===== src/design/coef_mem_pkg.sv =====
// --------------------
// coefficient memory geometry
// slot count, depth per slot and address types
// --------------------
package coef_mem_pkg;

    localparam int NUM_POLYS = 8;
    localparam int MAX_COEFS = 16;

    localparam int IDX_W       = 4;
    localparam int COEF_ADDR_W = 7;

    // address is slot * MAX_COEFS + index
    typedef logic [COEF_ADDR_W-1:0] coef_addr_t;
    typedef logic [IDX_W-1:0]       coef_idx_t;

endpackage


===== src/design/poly_pkg.sv =====
// --------------------
// polynomial actor definitions
// command word format, instruction and status
// codes, and the word types shared by all blocks
// --------------------
package poly_pkg;

    // data, coefficient, result and status words
    typedef logic [15:0] word_t;

    // instruction field, other encodings are unknown
    typedef enum logic [7:0] {
        STP = 8'd0,
        EVP = 8'd1,
        EVB = 8'd2,
        RST = 8'd3
    } instr_t;

    typedef logic [2:0] poly_id_t;
    // coefficient count N, or block length b
    typedef logic [4:0] count_t;

    typedef enum logic [1:0] {
        SETUP = 2'd0,
        INSTR = 2'd1
    } fire_mode_t;

    // command layout: instr 15..8, slot 7..5, count 4..0
    localparam int INSTR_LSB = 8;
    localparam int ID_LSB    = 5;

    localparam word_t STATUS_OK         = 16'd0;
    localparam word_t STATUS_BAD_COUNT  = 16'd1;
    localparam word_t STATUS_EMPTY_POLY = 16'd2;

endpackage

===== src/design/coef_bus_if.sv =====
// --------------------
// coefficient memory port
// one requester's view of the shared store
// --------------------
`timescale 1ns/1ps
interface coef_bus_if
    import poly_pkg::*, coef_mem_pkg::*;
    ();

    logic       req;
    logic       we;
    coef_addr_t addr;
    word_t      wdata;
    word_t      rdata;
    logic       count_we;
    count_t     count_wdata;
    count_t     count;
    logic       clear_all;
    logic       gnt;

    modport peer (
        output req, we, addr, wdata, count_we, count_wdata, clear_all,
        input  gnt, rdata, count
    );

    modport store (
        input  req, we, addr, wdata, count_we, count_wdata, clear_all,
        output gnt, rdata, count
    );

endinterface


===== src/design/poly_eval_top.sv =====
// --------------------
// polynomial evaluation actor
// FIFO-facing top level around controller, decoder,
// loader, evaluator and coefficient store
// --------------------
`timescale 1ns/1ps
module poly_eval_top
    import poly_pkg::*;
(
    input  logic       clk,
    input  logic       rst,
    input  word_t      command_in,
    input  logic       command_empty,
    output logic       rd_command,
    input  word_t      data_in,
    input  logic       data_empty,
    output logic       rd_data,
    input  logic       start_fire,
    input  fire_mode_t fire_mode,
    output logic       done_fire,
    output word_t      result,
    output word_t      status,
    input  logic       result_full,
    output logic       wr_result
);

    instr_t   instr;
    poly_id_t poly_id;
    count_t   count;
    logic     start_decode;
    logic     decode_done;
    logic     start_load;
    logic     load_done;
    logic     start_eval;
    logic     eval_done;
    logic     ld_rd_data;
    logic     ev_rd_data;
    logic     ld_wr;
    logic     ev_wr;
    word_t    ld_result;
    word_t    ld_status;
    word_t    ev_result;
    word_t    ev_status;
    logic     use_loader;

    coef_bus_if ld_bus ();
    coef_bus_if ev_bus ();

    // engines never pop data in the same firing
    assign rd_data    = ld_rd_data | ev_rd_data;
    assign use_loader = (instr == STP) || (instr == RST);
    assign result     = use_loader ? ld_result : ev_result;
    assign status     = use_loader ? ld_status : ev_status;
    assign wr_result  = use_loader ? ld_wr : ev_wr;

    firing_controller u_ctrl (
        .clk          (clk),
        .rst          (rst),
        .start_fire   (start_fire),
        .fire_mode    (fire_mode),
        .instr        (instr),
        .done_fire    (done_fire),
        .start_decode (start_decode),
        .decode_done  (decode_done),
        .start_load   (start_load),
        .load_done    (load_done),
        .start_eval   (start_eval),
        .eval_done    (eval_done)
    );

    command_decoder u_dec (
        .clk           (clk),
        .rst           (rst),
        .start         (start_decode),
        .command_in    (command_in),
        .command_empty (command_empty),
        .rd_command    (rd_command),
        .done          (decode_done),
        .instr         (instr),
        .poly_id       (poly_id),
        .count         (count)
    );

    coef_loader u_load (
        .clk         (clk),
        .rst         (rst),
        .start       (start_load),
        .instr       (instr),
        .poly_id     (poly_id),
        .count       (count),
        .data_in     (data_in),
        .data_empty  (data_empty),
        .rd_data     (ld_rd_data),
        .result_full (result_full),
        .result      (ld_result),
        .status      (ld_status),
        .wr_result   (ld_wr),
        .done        (load_done),
        .bus         (ld_bus)
    );

    horner_eval u_eval (
        .clk         (clk),
        .rst         (rst),
        .start       (start_eval),
        .instr       (instr),
        .poly_id     (poly_id),
        .count       (count),
        .data_in     (data_in),
        .data_empty  (data_empty),
        .rd_data     (ev_rd_data),
        .result_full (result_full),
        .result      (ev_result),
        .status      (ev_status),
        .wr_result   (ev_wr),
        .done        (eval_done),
        .bus         (ev_bus)
    );

    coef_store u_store (
        .clk       (clk),
        .rst       (rst),
        .loader    (ld_bus),
        .evaluator (ev_bus)
    );

endmodule


===== src/design/firing_controller.sv =====
// --------------------
// firing controller
// setup mode runs the decoder, instruction mode runs
// the engine for the decoded instruction, then done
// --------------------
`timescale 1ns/1ps
module firing_controller
    import poly_pkg::*;
(
    input  logic       clk,
    input  logic       rst,
    input  logic       start_fire,
    input  fire_mode_t fire_mode,
    input  instr_t     instr,
    output logic       done_fire,
    output logic       start_decode,
    input  logic       decode_done,
    output logic       start_load,
    input  logic       load_done,
    output logic       start_eval,
    input  logic       eval_done
);

    typedef enum logic [2:0] {
        S_IDLE,
        S_DECODE,
        S_LOAD,
        S_EVAL,
        S_FINISH
    } fc_state_t;

    fc_state_t state;
    fc_state_t next_state;

    always_ff @(posedge clk or negedge rst)
    begin
        if (!rst)
            state <= S_IDLE;
        else
            state <= next_state;
    end

    // --------------------
    // next state
    always_comb
    begin
        next_state = state;
        case (state)
            S_IDLE:
            begin
                if (start_fire)
                begin
                    if (fire_mode == SETUP)
                    begin
                        next_state = S_DECODE;
                    end
                    else if (fire_mode == INSTR)
                    begin
                        case (instr)
                            STP, RST: next_state = S_LOAD;
                            EVP, EVB: next_state = S_EVAL;
                            // unknown instruction, nothing to run
                            default:  next_state = S_FINISH;
                        endcase
                    end
                    else
                    begin
                        next_state = S_FINISH;
                    end
                end
            end
            S_DECODE:
            begin
                if (decode_done)
                    next_state = S_FINISH;
            end
            S_LOAD:
            begin
                if (load_done)
                    next_state = S_FINISH;
            end
            S_EVAL:
            begin
                if (eval_done)
                    next_state = S_FINISH;
            end
            default:
            begin
                next_state = S_IDLE;
            end
        endcase
    end

    // one-cycle pulses on entry and at the end
    always_ff @(posedge clk or negedge rst)
    begin
        if (!rst)
        begin
            start_decode <= 1'b0;
            start_load   <= 1'b0;
            start_eval   <= 1'b0;
            done_fire    <= 1'b0;
        end
        else
        begin
            start_decode <= (state == S_IDLE) && (next_state == S_DECODE);
            start_load   <= (state == S_IDLE) && (next_state == S_LOAD);
            start_eval   <= (state == S_IDLE) && (next_state == S_EVAL);
            done_fire    <= (state == S_FINISH);
        end
    end

endmodule


===== src/design/horner_eval.sv =====
// --------------------
// Horner evaluator
// EVP evaluates one point, EVB a block of b points;
// coefficients are folded in stored order, highest degree first
// --------------------
`timescale 1ns/1ps
module horner_eval
    import poly_pkg::*, coef_mem_pkg::*;
(
    input  logic     clk,
    input  logic     rst,
    input  logic     start,
    input  instr_t   instr,
    input  poly_id_t poly_id,
    input  count_t   count,
    input  word_t    data_in,
    input  logic     data_empty,
    output logic     rd_data,
    input  logic     result_full,
    output word_t    result,
    output word_t    status,
    output logic     wr_result,
    output logic     done,
    coef_bus_if.peer bus
);

    typedef enum logic [2:0] {
        E_IDLE,
        E_CNT,
        E_CNT_WAIT,
        E_X,
        E_RD,
        E_ACC,
        E_OUT
    } ev_state_t;

    ev_state_t state;
    coef_idx_t idx;
    count_t    n_coef;
    count_t    pts_left;
    word_t     x_q;
    word_t     acc;

    assign rd_data   = (state == E_X) && !data_empty;
    assign wr_result = (state == E_OUT) && !result_full;
    assign result    = acc;

    // read-only peer
    assign bus.req         = (state == E_CNT) || (state == E_RD);
    assign bus.we          = 1'b0;
    assign bus.addr        = {poly_id, idx};
    assign bus.wdata       = '0;
    assign bus.count_we    = 1'b0;
    assign bus.count_wdata = '0;
    assign bus.clear_all   = 1'b0;

    // --------------------
    // sequencing
    always_ff @(posedge clk or negedge rst)
    begin
        if (!rst)
        begin
            state    <= E_IDLE;
            idx      <= '0;
            n_coef   <= '0;
            pts_left <= '0;
            done     <= 1'b0;
        end
        else
        begin
            done <= 1'b0;
            case (state)
                E_IDLE:
                begin
                    if (start)
                    begin
                        idx      <= '0;
                        pts_left <= (instr == EVB) ? count : count_t'(1);
                        // empty block finishes at once
                        if (instr == EVB && count == '0)
                            done <= 1'b1;
                        else
                            state <= E_CNT;
                    end
                end
                E_CNT:
                begin
                    if (bus.gnt)
                        state <= E_CNT_WAIT;
                end
                E_CNT_WAIT:
                begin
                    n_coef <= bus.count;
                    state  <= E_X;
                end
                E_X:
                begin
                    if (!data_empty)
                    begin
                        idx   <= '0;
                        state <= (n_coef == '0) ? E_OUT : E_RD;
                    end
                end
                E_RD:
                begin
                    if (bus.gnt)
                        state <= E_ACC;
                end
                E_ACC:
                begin
                    idx   <= idx + 1'b1;
                    state <= (count_t'(idx) == n_coef - 5'd1) ? E_OUT : E_RD;
                end
                E_OUT:
                begin
                    if (!result_full)
                    begin
                        pts_left <= pts_left - 5'd1;
                        if (pts_left == 5'd1)
                        begin
                            state <= E_IDLE;
                            done  <= 1'b1;
                        end
                        else
                        begin
                            state <= E_X;
                        end
                    end
                end
                default:
                begin
                    state <= E_IDLE;
                end
            endcase
        end
    end

    // --------------------
    // datapath, wraps modulo 2^16
    always_ff @(posedge clk)
    begin
        if (rd_data)
        begin
            x_q    <= data_in;
            acc    <= '0;
            status <= (n_coef == '0) ? STATUS_EMPTY_POLY : STATUS_OK;
        end
        if (state == E_ACC)
        begin
            acc <= acc * x_q + bus.rdata;
        end
    end

endmodule


===== src/design/coef_loader.sv =====
// --------------------
// coefficient loader
// STP streams N data words into a slot and sets its count,
// RST clears every count in the store
// --------------------
`timescale 1ns/1ps
module coef_loader
    import poly_pkg::*, coef_mem_pkg::*;
(
    input  logic     clk,
    input  logic     rst,
    input  logic     start,
    input  instr_t   instr,
    input  poly_id_t poly_id,
    input  count_t   count,
    input  word_t    data_in,
    input  logic     data_empty,
    output logic     rd_data,
    input  logic     result_full,
    output word_t    result,
    output word_t    status,
    output logic     wr_result,
    output logic     done,
    coef_bus_if.peer bus
);

    typedef enum logic [2:0] {
        L_IDLE,
        L_READ,
        L_WRITE,
        L_COUNT,
        L_OUT,
        L_CLEAR
    } ld_state_t;

    ld_state_t state;
    coef_idx_t idx;
    word_t     coef_q;
    logic      bad_count;

    assign bad_count = (count == '0) || (count > MAX_COEFS);

    assign rd_data   = (state == L_READ) && !data_empty;
    assign wr_result = (state == L_OUT) && !result_full;

    assign bus.req         = (state == L_WRITE) || (state == L_COUNT);
    assign bus.we          = (state == L_WRITE);
    assign bus.addr        = {poly_id, idx};
    assign bus.wdata       = coef_q;
    assign bus.count_we    = (state == L_COUNT);
    assign bus.count_wdata = count;
    assign bus.clear_all   = (state == L_CLEAR);

    always_ff @(posedge clk or negedge rst)
    begin
        if (!rst)
        begin
            state <= L_IDLE;
            idx   <= '0;
            done  <= 1'b0;
        end
        else
        begin
            done <= 1'b0;
            case (state)
                L_IDLE:
                begin
                    if (start)
                    begin
                        idx <= '0;
                        if (instr == RST)
                            state <= L_CLEAR;
                        else if (bad_count)
                            state <= L_OUT;
                        else
                            state <= L_READ;
                    end
                end
                L_READ:
                begin
                    if (!data_empty)
                        state <= L_WRITE;
                end
                L_WRITE:
                begin
                    if (bus.gnt)
                    begin
                        idx <= idx + 1'b1;
                        // count write follows the last coefficient
                        if (count_t'(idx) == count - 5'd1)
                            state <= L_COUNT;
                        else
                            state <= L_READ;
                    end
                end
                L_COUNT:
                begin
                    if (bus.gnt)
                        state <= L_OUT;
                end
                L_OUT:
                begin
                    if (!result_full)
                    begin
                        state <= L_IDLE;
                        done  <= 1'b1;
                    end
                end
                L_CLEAR:
                begin
                    state <= L_IDLE;
                    done  <= 1'b1;
                end
                default:
                begin
                    state <= L_IDLE;
                end
            endcase
        end
    end

    // output pair is fixed at start
    always_ff @(posedge clk)
    begin
        if (rd_data)
        begin
            coef_q <= data_in;
        end
        if (state == L_IDLE && start)
        begin
            result <= bad_count ? '0 : word_t'(count);
            status <= bad_count ? STATUS_BAD_COUNT : STATUS_OK;
        end
    end

endmodule


===== src/design/command_decoder.sv =====
// --------------------
// command decoder
// pops one command word and keeps its fields
// --------------------
`timescale 1ns/1ps
module command_decoder
    import poly_pkg::*;
(
    input  logic     clk,
    input  logic     rst,
    input  logic     start,
    input  word_t    command_in,
    input  logic     command_empty,
    output logic     rd_command,
    output logic     done,
    output instr_t   instr,
    output poly_id_t poly_id,
    output count_t   count
);

    logic busy;

    // show-ahead FIFO, the word is valid while not empty
    assign rd_command = busy && !command_empty;

    always_ff @(posedge clk or negedge rst)
    begin
        if (!rst)
        begin
            busy    <= 1'b0;
            done    <= 1'b0;
            instr   <= STP;
            poly_id <= '0;
            count   <= '0;
        end
        else
        begin
            done <= rd_command;
            if (start)
            begin
                busy <= 1'b1;
            end
            else if (rd_command)
            begin
                busy <= 1'b0;
            end
            if (rd_command)
            begin
                instr   <= instr_t'(command_in[INSTR_LSB +: $bits(instr_t)]);
                poly_id <= command_in[ID_LSB +: $bits(poly_id_t)];
                count   <= command_in[ID_LSB-1:0];
            end
        end
    end

endmodule


===== src/design/coef_store.sv =====
// --------------------
// coefficient store
// 128x16 synchronous RAM with a per-slot count table,
// shared by loader and evaluator, loader has priority
// --------------------
`timescale 1ns/1ps
module coef_store
    import poly_pkg::*, coef_mem_pkg::*;
(
    input  logic      clk,
    input  logic      rst,
    coef_bus_if.store loader,
    coef_bus_if.store evaluator
);

    word_t      mem [NUM_POLYS*MAX_COEFS];
    count_t     cnt_tab [NUM_POLYS];
    word_t      rdata_q;
    count_t     count_q;
    logic       use_ld;
    coef_addr_t sel_addr;
    poly_id_t   sel_slot;
    logic       sel_we;
    word_t      sel_wdata;
    logic       sel_cnt_we;
    count_t     sel_cnt_wdata;
    logic       clear;

    // --------------------
    // fixed-priority arbiter
    assign use_ld        = loader.req;
    assign loader.gnt    = loader.req;
    assign evaluator.gnt = evaluator.req && !loader.req;

    assign sel_addr      = use_ld ? loader.addr : evaluator.addr;
    assign sel_slot      = sel_addr[COEF_ADDR_W-1:IDX_W];
    assign sel_we        = use_ld ? loader.we : (evaluator.req && evaluator.we);
    assign sel_wdata     = use_ld ? loader.wdata : evaluator.wdata;
    assign sel_cnt_we    = use_ld ? loader.count_we
                                  : (evaluator.req && evaluator.count_we);
    assign sel_cnt_wdata = use_ld ? loader.count_wdata : evaluator.count_wdata;
    assign clear         = loader.clear_all || evaluator.clear_all;

    // --------------------
    // coefficient RAM, read data a cycle later
    always_ff @(posedge clk)
    begin
        if (sel_we)
        begin
            mem[sel_addr] <= sel_wdata;
        end
        rdata_q <= mem[sel_addr];
    end

    // count table, zero means empty slot
    always_ff @(posedge clk or negedge rst)
    begin
        if (!rst)
        begin
            for (int i = 0; i < NUM_POLYS; i++)
            begin
                cnt_tab[i] <= '0;
            end
            count_q <= '0;
        end
        else
        begin
            if (clear)
            begin
                for (int i = 0; i < NUM_POLYS; i++)
                begin
                    cnt_tab[i] <= '0;
                end
            end
            else if (sel_cnt_we)
            begin
                cnt_tab[sel_slot] <= sel_cnt_wdata;
            end
            count_q <= cnt_tab[sel_slot];
        end
    end

    assign loader.rdata    = rdata_q;
    assign evaluator.rdata = rdata_q;
    assign loader.count    = count_q;
    assign evaluator.count = count_q;

endmodule


===== config.mk =====
export PLATFORM = sky130hd
export DESIGN_NAME = poly_eval_top
export DESIGN_NICKNAME = d
export VERILOG_FILES = /design/src/design/coef_mem_pkg.sv /design/src/design/poly_pkg.sv /design/src/design/coef_bus_if.sv /design/src/design/poly_eval_top.sv /design/src/design/firing_controller.sv /design/src/design/horner_eval.sv /design/src/design/coef_loader.sv /design/src/design/command_decoder.sv /design/src/design/coef_store.sv
export SDC_FILE = /design/constraint.sdc
export NUM_CORES = 2
export LEC_CHECK = 0
export ABC_AREA = 1
export BUFFER_PORTS_ARGS = -buffer_cell sky130_fd_sc_hd__buf_2
export CORE_MARGIN = 2
export CORE_UTILIZATION = 55
export DETAILED_ROUTE_END_ITERATION = 6
export HOLD_SLACK_MARGIN = 0.1
export MAX_ROUTING_LAYER = met4
export PLACE_DENSITY = 0.74
export SLEW_MARGIN = 5
export SYNTH_ARGS = -nofsm -noshare
export SYNTH_HDL_FRONTEND = slang
export SYNTH_SLANG_ARGS = --single-unit

===== constraint.sdc =====
create_clock -name clk -period 8.15 [get_ports clk]
set_clock_uncertainty 0.15 [all_clocks]
set_input_delay 1.63 -clock clk [delete_from_list [all_inputs] [get_ports clk]]
set_output_delay 1.63 -clock clk [all_outputs]
set_load 0.01 [all_outputs]

* Word level (Yosys, flattened, before mapping) *
Memories as Yosys holds them, arrays and structs flattened. A register that Yosys moved wholly into a read port is not among the register bits.
Index checks and enable logic that the tools add are counted.

cells by class
  $mul = 1
  $add $sub $neg = 6
  bitwise gates (word level) = 2
  multiplexer cells = 68
  eq/ne operators = 36
  reduce and logical (&&, ||, !) cells = 40
  magnitude comparators = 3

operators by type and width
  operator               number
  $mux W16               5
  $mux W40               2
  $mux W3                19
  $bwmux W40             1
  $mux W5                7
  $eq A3 B2 Y1 const B   8
  $pmux W3 S7            1
  $mux W4                5
  $eq A3 B3 Y1 const B   6
  $ne A2 B2 Y1 const B   9
  $add A16 B16 Y16       1
  $eq A8 B2 Y1 const B   2
  $mul A16 B16 Y16       1
  $bmux W5 S3            1
  $demux W5 S3           1
  $pmux W3 S5            1
  $sub A5 B1 Y5 const B  3
  $mux W1                13
  $eq A3 B1 Y1 const B   4
  $logic_and A1 B1 Y1    12
  $pmux W3 S4            1
  $pmux W4 S3            1
  $eq A4 B5 Y1           2
  $logic_not A5 Y1       2
  other kinds (26)       48

word-level totals
  memories kept = 1
  word-level logic and storage cells = 191
  memory bits (writable) = 2,048
  flip-flop bits (word level) = 192
  output and inout port bits = 36

memories
  memory       depth  width  rd ports  clocked after Yosys merged registers in  write ports  RTL line          text
  u_store.mem  128    16     1         1                                        1            coef_store.sv:16  word_t mem [NUM_POLYS*MAX_COEFS];

* Depth between registers and ports, before layout *
  depth after elaboration = 9
  gate-level depth with buffers = 27

* Modules after synthesis *
A second synthesis with hierarchy kept.

unflattened totals
  cell total of the unflattened synthesis = 10,265
  area total of the unflattened synthesis = 100,433.8 sq um

by module, submodules not included
  module             area each (sq um)  sequential area each (sq um)  cells each  instances
  coef_store         89,642.2           62,945.4                      8,895       1
  horner_eval        7,307.0            1,441.4                       924         1
  coef_loader        1,665.3            860.8                         184         1
  command_decoder    739.5              450.4                         74          1
  poly_eval_top      676.9              0.0                           132         1
  firing_controller  402.9              175.2                         56          1

* Worst setup path after synthesis *
Ideal clock, no wire load.

  path type = register to register
  start point = register u_eval.x_q[2]
  end point = register u_eval.acc[15] (netlist: u_eval.result[15]) (data pin)
  cell stages (with the launch flop) = 26
  arrival = 4.947 ns
  required time = 7.745 ns
  period minus slack after synthesis = 5.352 ns
  path slack = 2.798 ns
  cell sequence = edfxtp_1 clkbuf_1 nand2_1 inv_1 fa_1 inv_1 fa_1 inv_1 fa_1 inv_1 fa_1 inv_1 fa_1 inv_1 fa_1 inv_1 ha_1 nand2_1 inv_1 nand3_1 nor3_1 nand2_1 o2111ai_1 nand3_1 nand2_1 nor2_1

on the way
  word-level cells in the longest chain between the ends = 3

ends and longest elaborated chain
  item                      RTL line            text
  start: declaration        horner_eval.sv:41   word_t x_q;
  start signal: assignment  horner_eval.sv:144  x_q <= data_in;
  $mul A16 B16 Y16          horner_eval.sv:150  acc <= acc * x_q + bus.rdata;
  $add A16 B16 Y16          horner_eval.sv:150
  $mux W16                  horner_eval.sv:148  if (state == E_ACC)
  end signal: assignment    horner_eval.sv:150
  end: declaration          horner_eval.sv:42   word_t acc;

No other way between the ends.
A chain may end at the register's enable or synchronous reset.

* Worst setup path after layout *
  start point = register u_eval.x_q[1]
  end point = register u_eval.acc[15] (netlist: u_eval.result[15]) (data pin)

Same word-level chain as after synthesis.

==> results.cfg <==
[sta]
setup-tns-final_ns = 0
relSlewSlack = 0.162
min_period_over_period = 0.723
clock.fmax_mhz = 170
setup_viol = 0
final_max_slew_viol_count = 0
fin_ws_ns = 2.26
rsz0062_at_grt = no
hold_violations = 0
fin_crit_ns = 5.89
tightest_slew_ns = 1.26

[global_routing]
use_met2 = 0.461
grt_usage = 0.304
grt_pass1_vias = 66389
grt_overflow = 0
grt_pass1_wl_mm = 405
use_met1 = 0.408
grt_max_degree = 196
busiest_layer = met2
gr-usage-met3 = 0.0529
antenna_found_initial = 3

[logic_synthesis]
ys_ff_latch = 2215
syn-instance-count = 9974
synth_top_area_cell = edfxtp_1
ys_seq_area_frac = 0.669
yosys.area.top_type_share = 0.641
synth.area.top_cells = edfxtp_1 (64%), nand2_1 (23%), dfrtp_1 (2.4%), fa_1 (1.9%), inv_1 (1.4%)
yosys.cell_types.count = 49
syn-cell-area_mm2 = 0.0985
synth_ff_type = edfxtp_1
synth-edff-count = 2103
async_reset_ff_frac = 0.0433
syn_area_per_cell_um2 = 9.88
yosysWarnings = 0

[clock_tree]
numClockSinks = 2215
cts_tree = done
clk_pin_slew_ns = 0.06
postCtsHoldBufs = 0
cts.repair.resized = 0
clk_latency_ns = 0.88
cts_root_buf = clkbuf_16
htree_levels = 4
cts_buffers = 215
post_cts_buffers = 0
clockBufferDepth = 3

[worst_setup_path]
path_buf_inv = 8
cp.required_ns = 8.60
cp-end-kind = register
slowest_stage = edfxtp_1
path_max_fanout = 15
crit_chain = nand2_1, inv_1, fa_1, inv_1, fa_1, inv_1, fa_1, inv_1, fa_1, inv_1, fa_1, inv_1, fa_1, inv_1, ha_1, nand2_1, inv_1, nand3_1, nor3_1, nand2_1, o2111ai_1, nand3_1, nand2_1, nor2_1
crit_family = adder cells
path_class = reg -> reg
cp_common_cell = inv_1
crit_path_max_incr_delay_ns = 0.68
crit_arrival_ns = 6.34
worstSetupStartpointType = register

[drt]
vias = 69624
dr.pass1.iters = 6
wirelength_mm = 271
vias_per_cell = 5.56
wl_per_cell_um = 21.6
drc = 0
antenna_left = 0
drtIter0Drc = 9617

[layout]
drive_gt1_frac = 0.0637
finalNonFillerCells = 12520
nets = 10172
seqCellArea_mm2 = 0.0659
fill_cells = 13982
area_growth_pct = 10.0
utilization = 0.608
multiInputGateArea_mm2 = 0.0290

[floorplan]
die_area_mm2 = 0.183
die_h_um = 427
rows = 155
core-area_mm2 = 0.178
ios = 76
start_util = 0.553
die_width_um = 427

[hold_path]
hold_path.class = reg -> reg

[run_status]
outcome = finished clean

[placed_design]
dp_cells = 12117
portBuffers = 61
place_ws_ns = 2.23
place_hpwl_mm = 153
place.gp.congestion = 0.918

[run]
drv_cap = 0

[power]
p_leak_nw = 47.3
ir_worst_vdd_mv = 0.594
p_per_area_mw_per_mm2 = 351
[cell type report]
class                      instances  share of cell area
tap                             2355              0.0272
timing repair buffer             266              0.0191
multi-input combinational       6886               0.268
sequential                      2215               0.608
clock buffer                     277              0.0536
antenna                            1           0.0000231
inverter                         395              0.0138
clock inverter                   125              0.0110
[where the power goes]
group | switching [mW] | total, mW | internal, mW
combinational | 10.6 | 15.0 | 4.38
sequential | 0.271 | 13.2 | 12.9
clock | 4.29 | 9.89 | 5.60
total | 15.2 | 38.1 | 22.9
[final timing paths]
check,startpoint,endpoint,slack (ns),cells past startpoint
max reg2reg,u_eval.x_q[1],u_eval.result[15],2.26,24
min reg2reg,u_ctrl.start_decode,u_dec.busy,0.31,1
max in group asynchronous,rst,u_store.cnt_tab[32],6.14,2
min,u_ctrl.start_decode,u_dec.busy,0.31,1
max,u_eval.x_q[1],u_eval.result[15],2.26,24
min in group asynchronous,rst,u_dec.count[0],0.61,1
[cell usage after synthesis (2+ instances only)]
master and instances:
nor4_1 8, a31oi_1 2, nand2_1 6005, nor3_1 17
nand3_1 125, or4_1 2, dfxtp_1 16, edfxtp_1 2103
a221oi_1 3, inv_2 9, buf_2 233, fa_1 94
a21oi_1 63, ha_1 59, mux2_2 3, nor2_1 312
o22ai_1 39, clkinv_1 7, o2111ai_1 4, a22oi_1 3
nand3b_1 4, nand4_1 16, nand2_2 3, o21ai_0 62
dfrtp_1 96, o21a_1 2, xnor2_1 15, o21ai_1 8
clkbuf_1 150, buf_1 25, nand3_2 2, inv_1 378
xor2_1 8, buf_4 71, buf_6 12, o21bai_1 2
[logic make-up (layout without fill, tap and decap cells)]
kind of cell | count (synthesis) | after routing | share of synthesized area
AO/OA/AOI/OAI | 195 | 195 | 0.0111
other | 1 | 15 | 0.0000381
adder cells (fa/ha/maj) | 153 | 153 | 0.0266
multiplexers | 3 | 3 | 0.000343
AND/OR/NAND/NOR | 6498 | 6498 | 0.251
buffers and inverters | 886 | 1063 | 0.0404
flip-flops | 2215 | 2215 | 0.669
XOR/XNOR | 23 | 23 | 0.00204
[per-layer routing]
layer | wire length (um) | vias up
li1 | - | 32004
met1 | 104000 | 33107
met2 | 125000 | 3929
met4 | 12600 | 0
met5 | 0 | -
met3 | 28900 | 584
[stage by stage]
step	hold slack (ns)	power [mW]	instance area [um^2]
after floorplan	0.267	23.7	98600
after global placement	0.273	28.2	101000
after detailed placement	0.297	28.2	101000
after CTS	0.311	38.1	108000
after global routing	0.340	40.4	108000
final	0.308	38.1	108000
[cells in the final DEF, fill, tap and decap left out, types with 62 or more instances in the layout]
| cell type | netlist | layout |
|---|---|---|
| inv_1 | 378 | 377 |
| nand2_1 | 6005 | 6005 |
| nor2_1 | 312 | 271 |
| a21oi_1 | 63 | 63 |
| dfrtp_1 | 96 | 96 |
| nand3_1 | 125 | 125 |
| buf_4 | 71 | 188 |
| edfxtp_1 | 2103 | 2103 |
| fa_1 | 94 | 94 |
| clkbuf_16 | 0 | 219 |
| o21ai_0 | 62 | 62 |
[worst register-to-register path: cells and delay by family, from the launching register on]
family          cells  cell delay, ns
simple gates        8            0.78
fa+ha+maj           7            3.45
buf+inv             8            0.46
compound gates      1            0.12
flops               1            0.68
[sequential cells by signal, indices dropped and copies added, names as in the netlist, 3 cells and up]
signal,flops
u_dec.instr,8
u_dec.count,5
u_eval.pts_left,5
u_dec.poly_id,3
u_eval.n_coef,5
u_store.evaluator.rdata,16
u_ctrl.state,3
u_eval.state,3
u_eval.x_q,16
u_store.mem,2048
u_load.idx,4
u_load.bus.wdata,16
u_store.cnt_tab,40
u_eval.idx,4
u_store.evaluator.count,5
u_eval.result,16
u_load.state,3
u_load.result,5
Note: power is estimated with default switching activity, not from simulation.
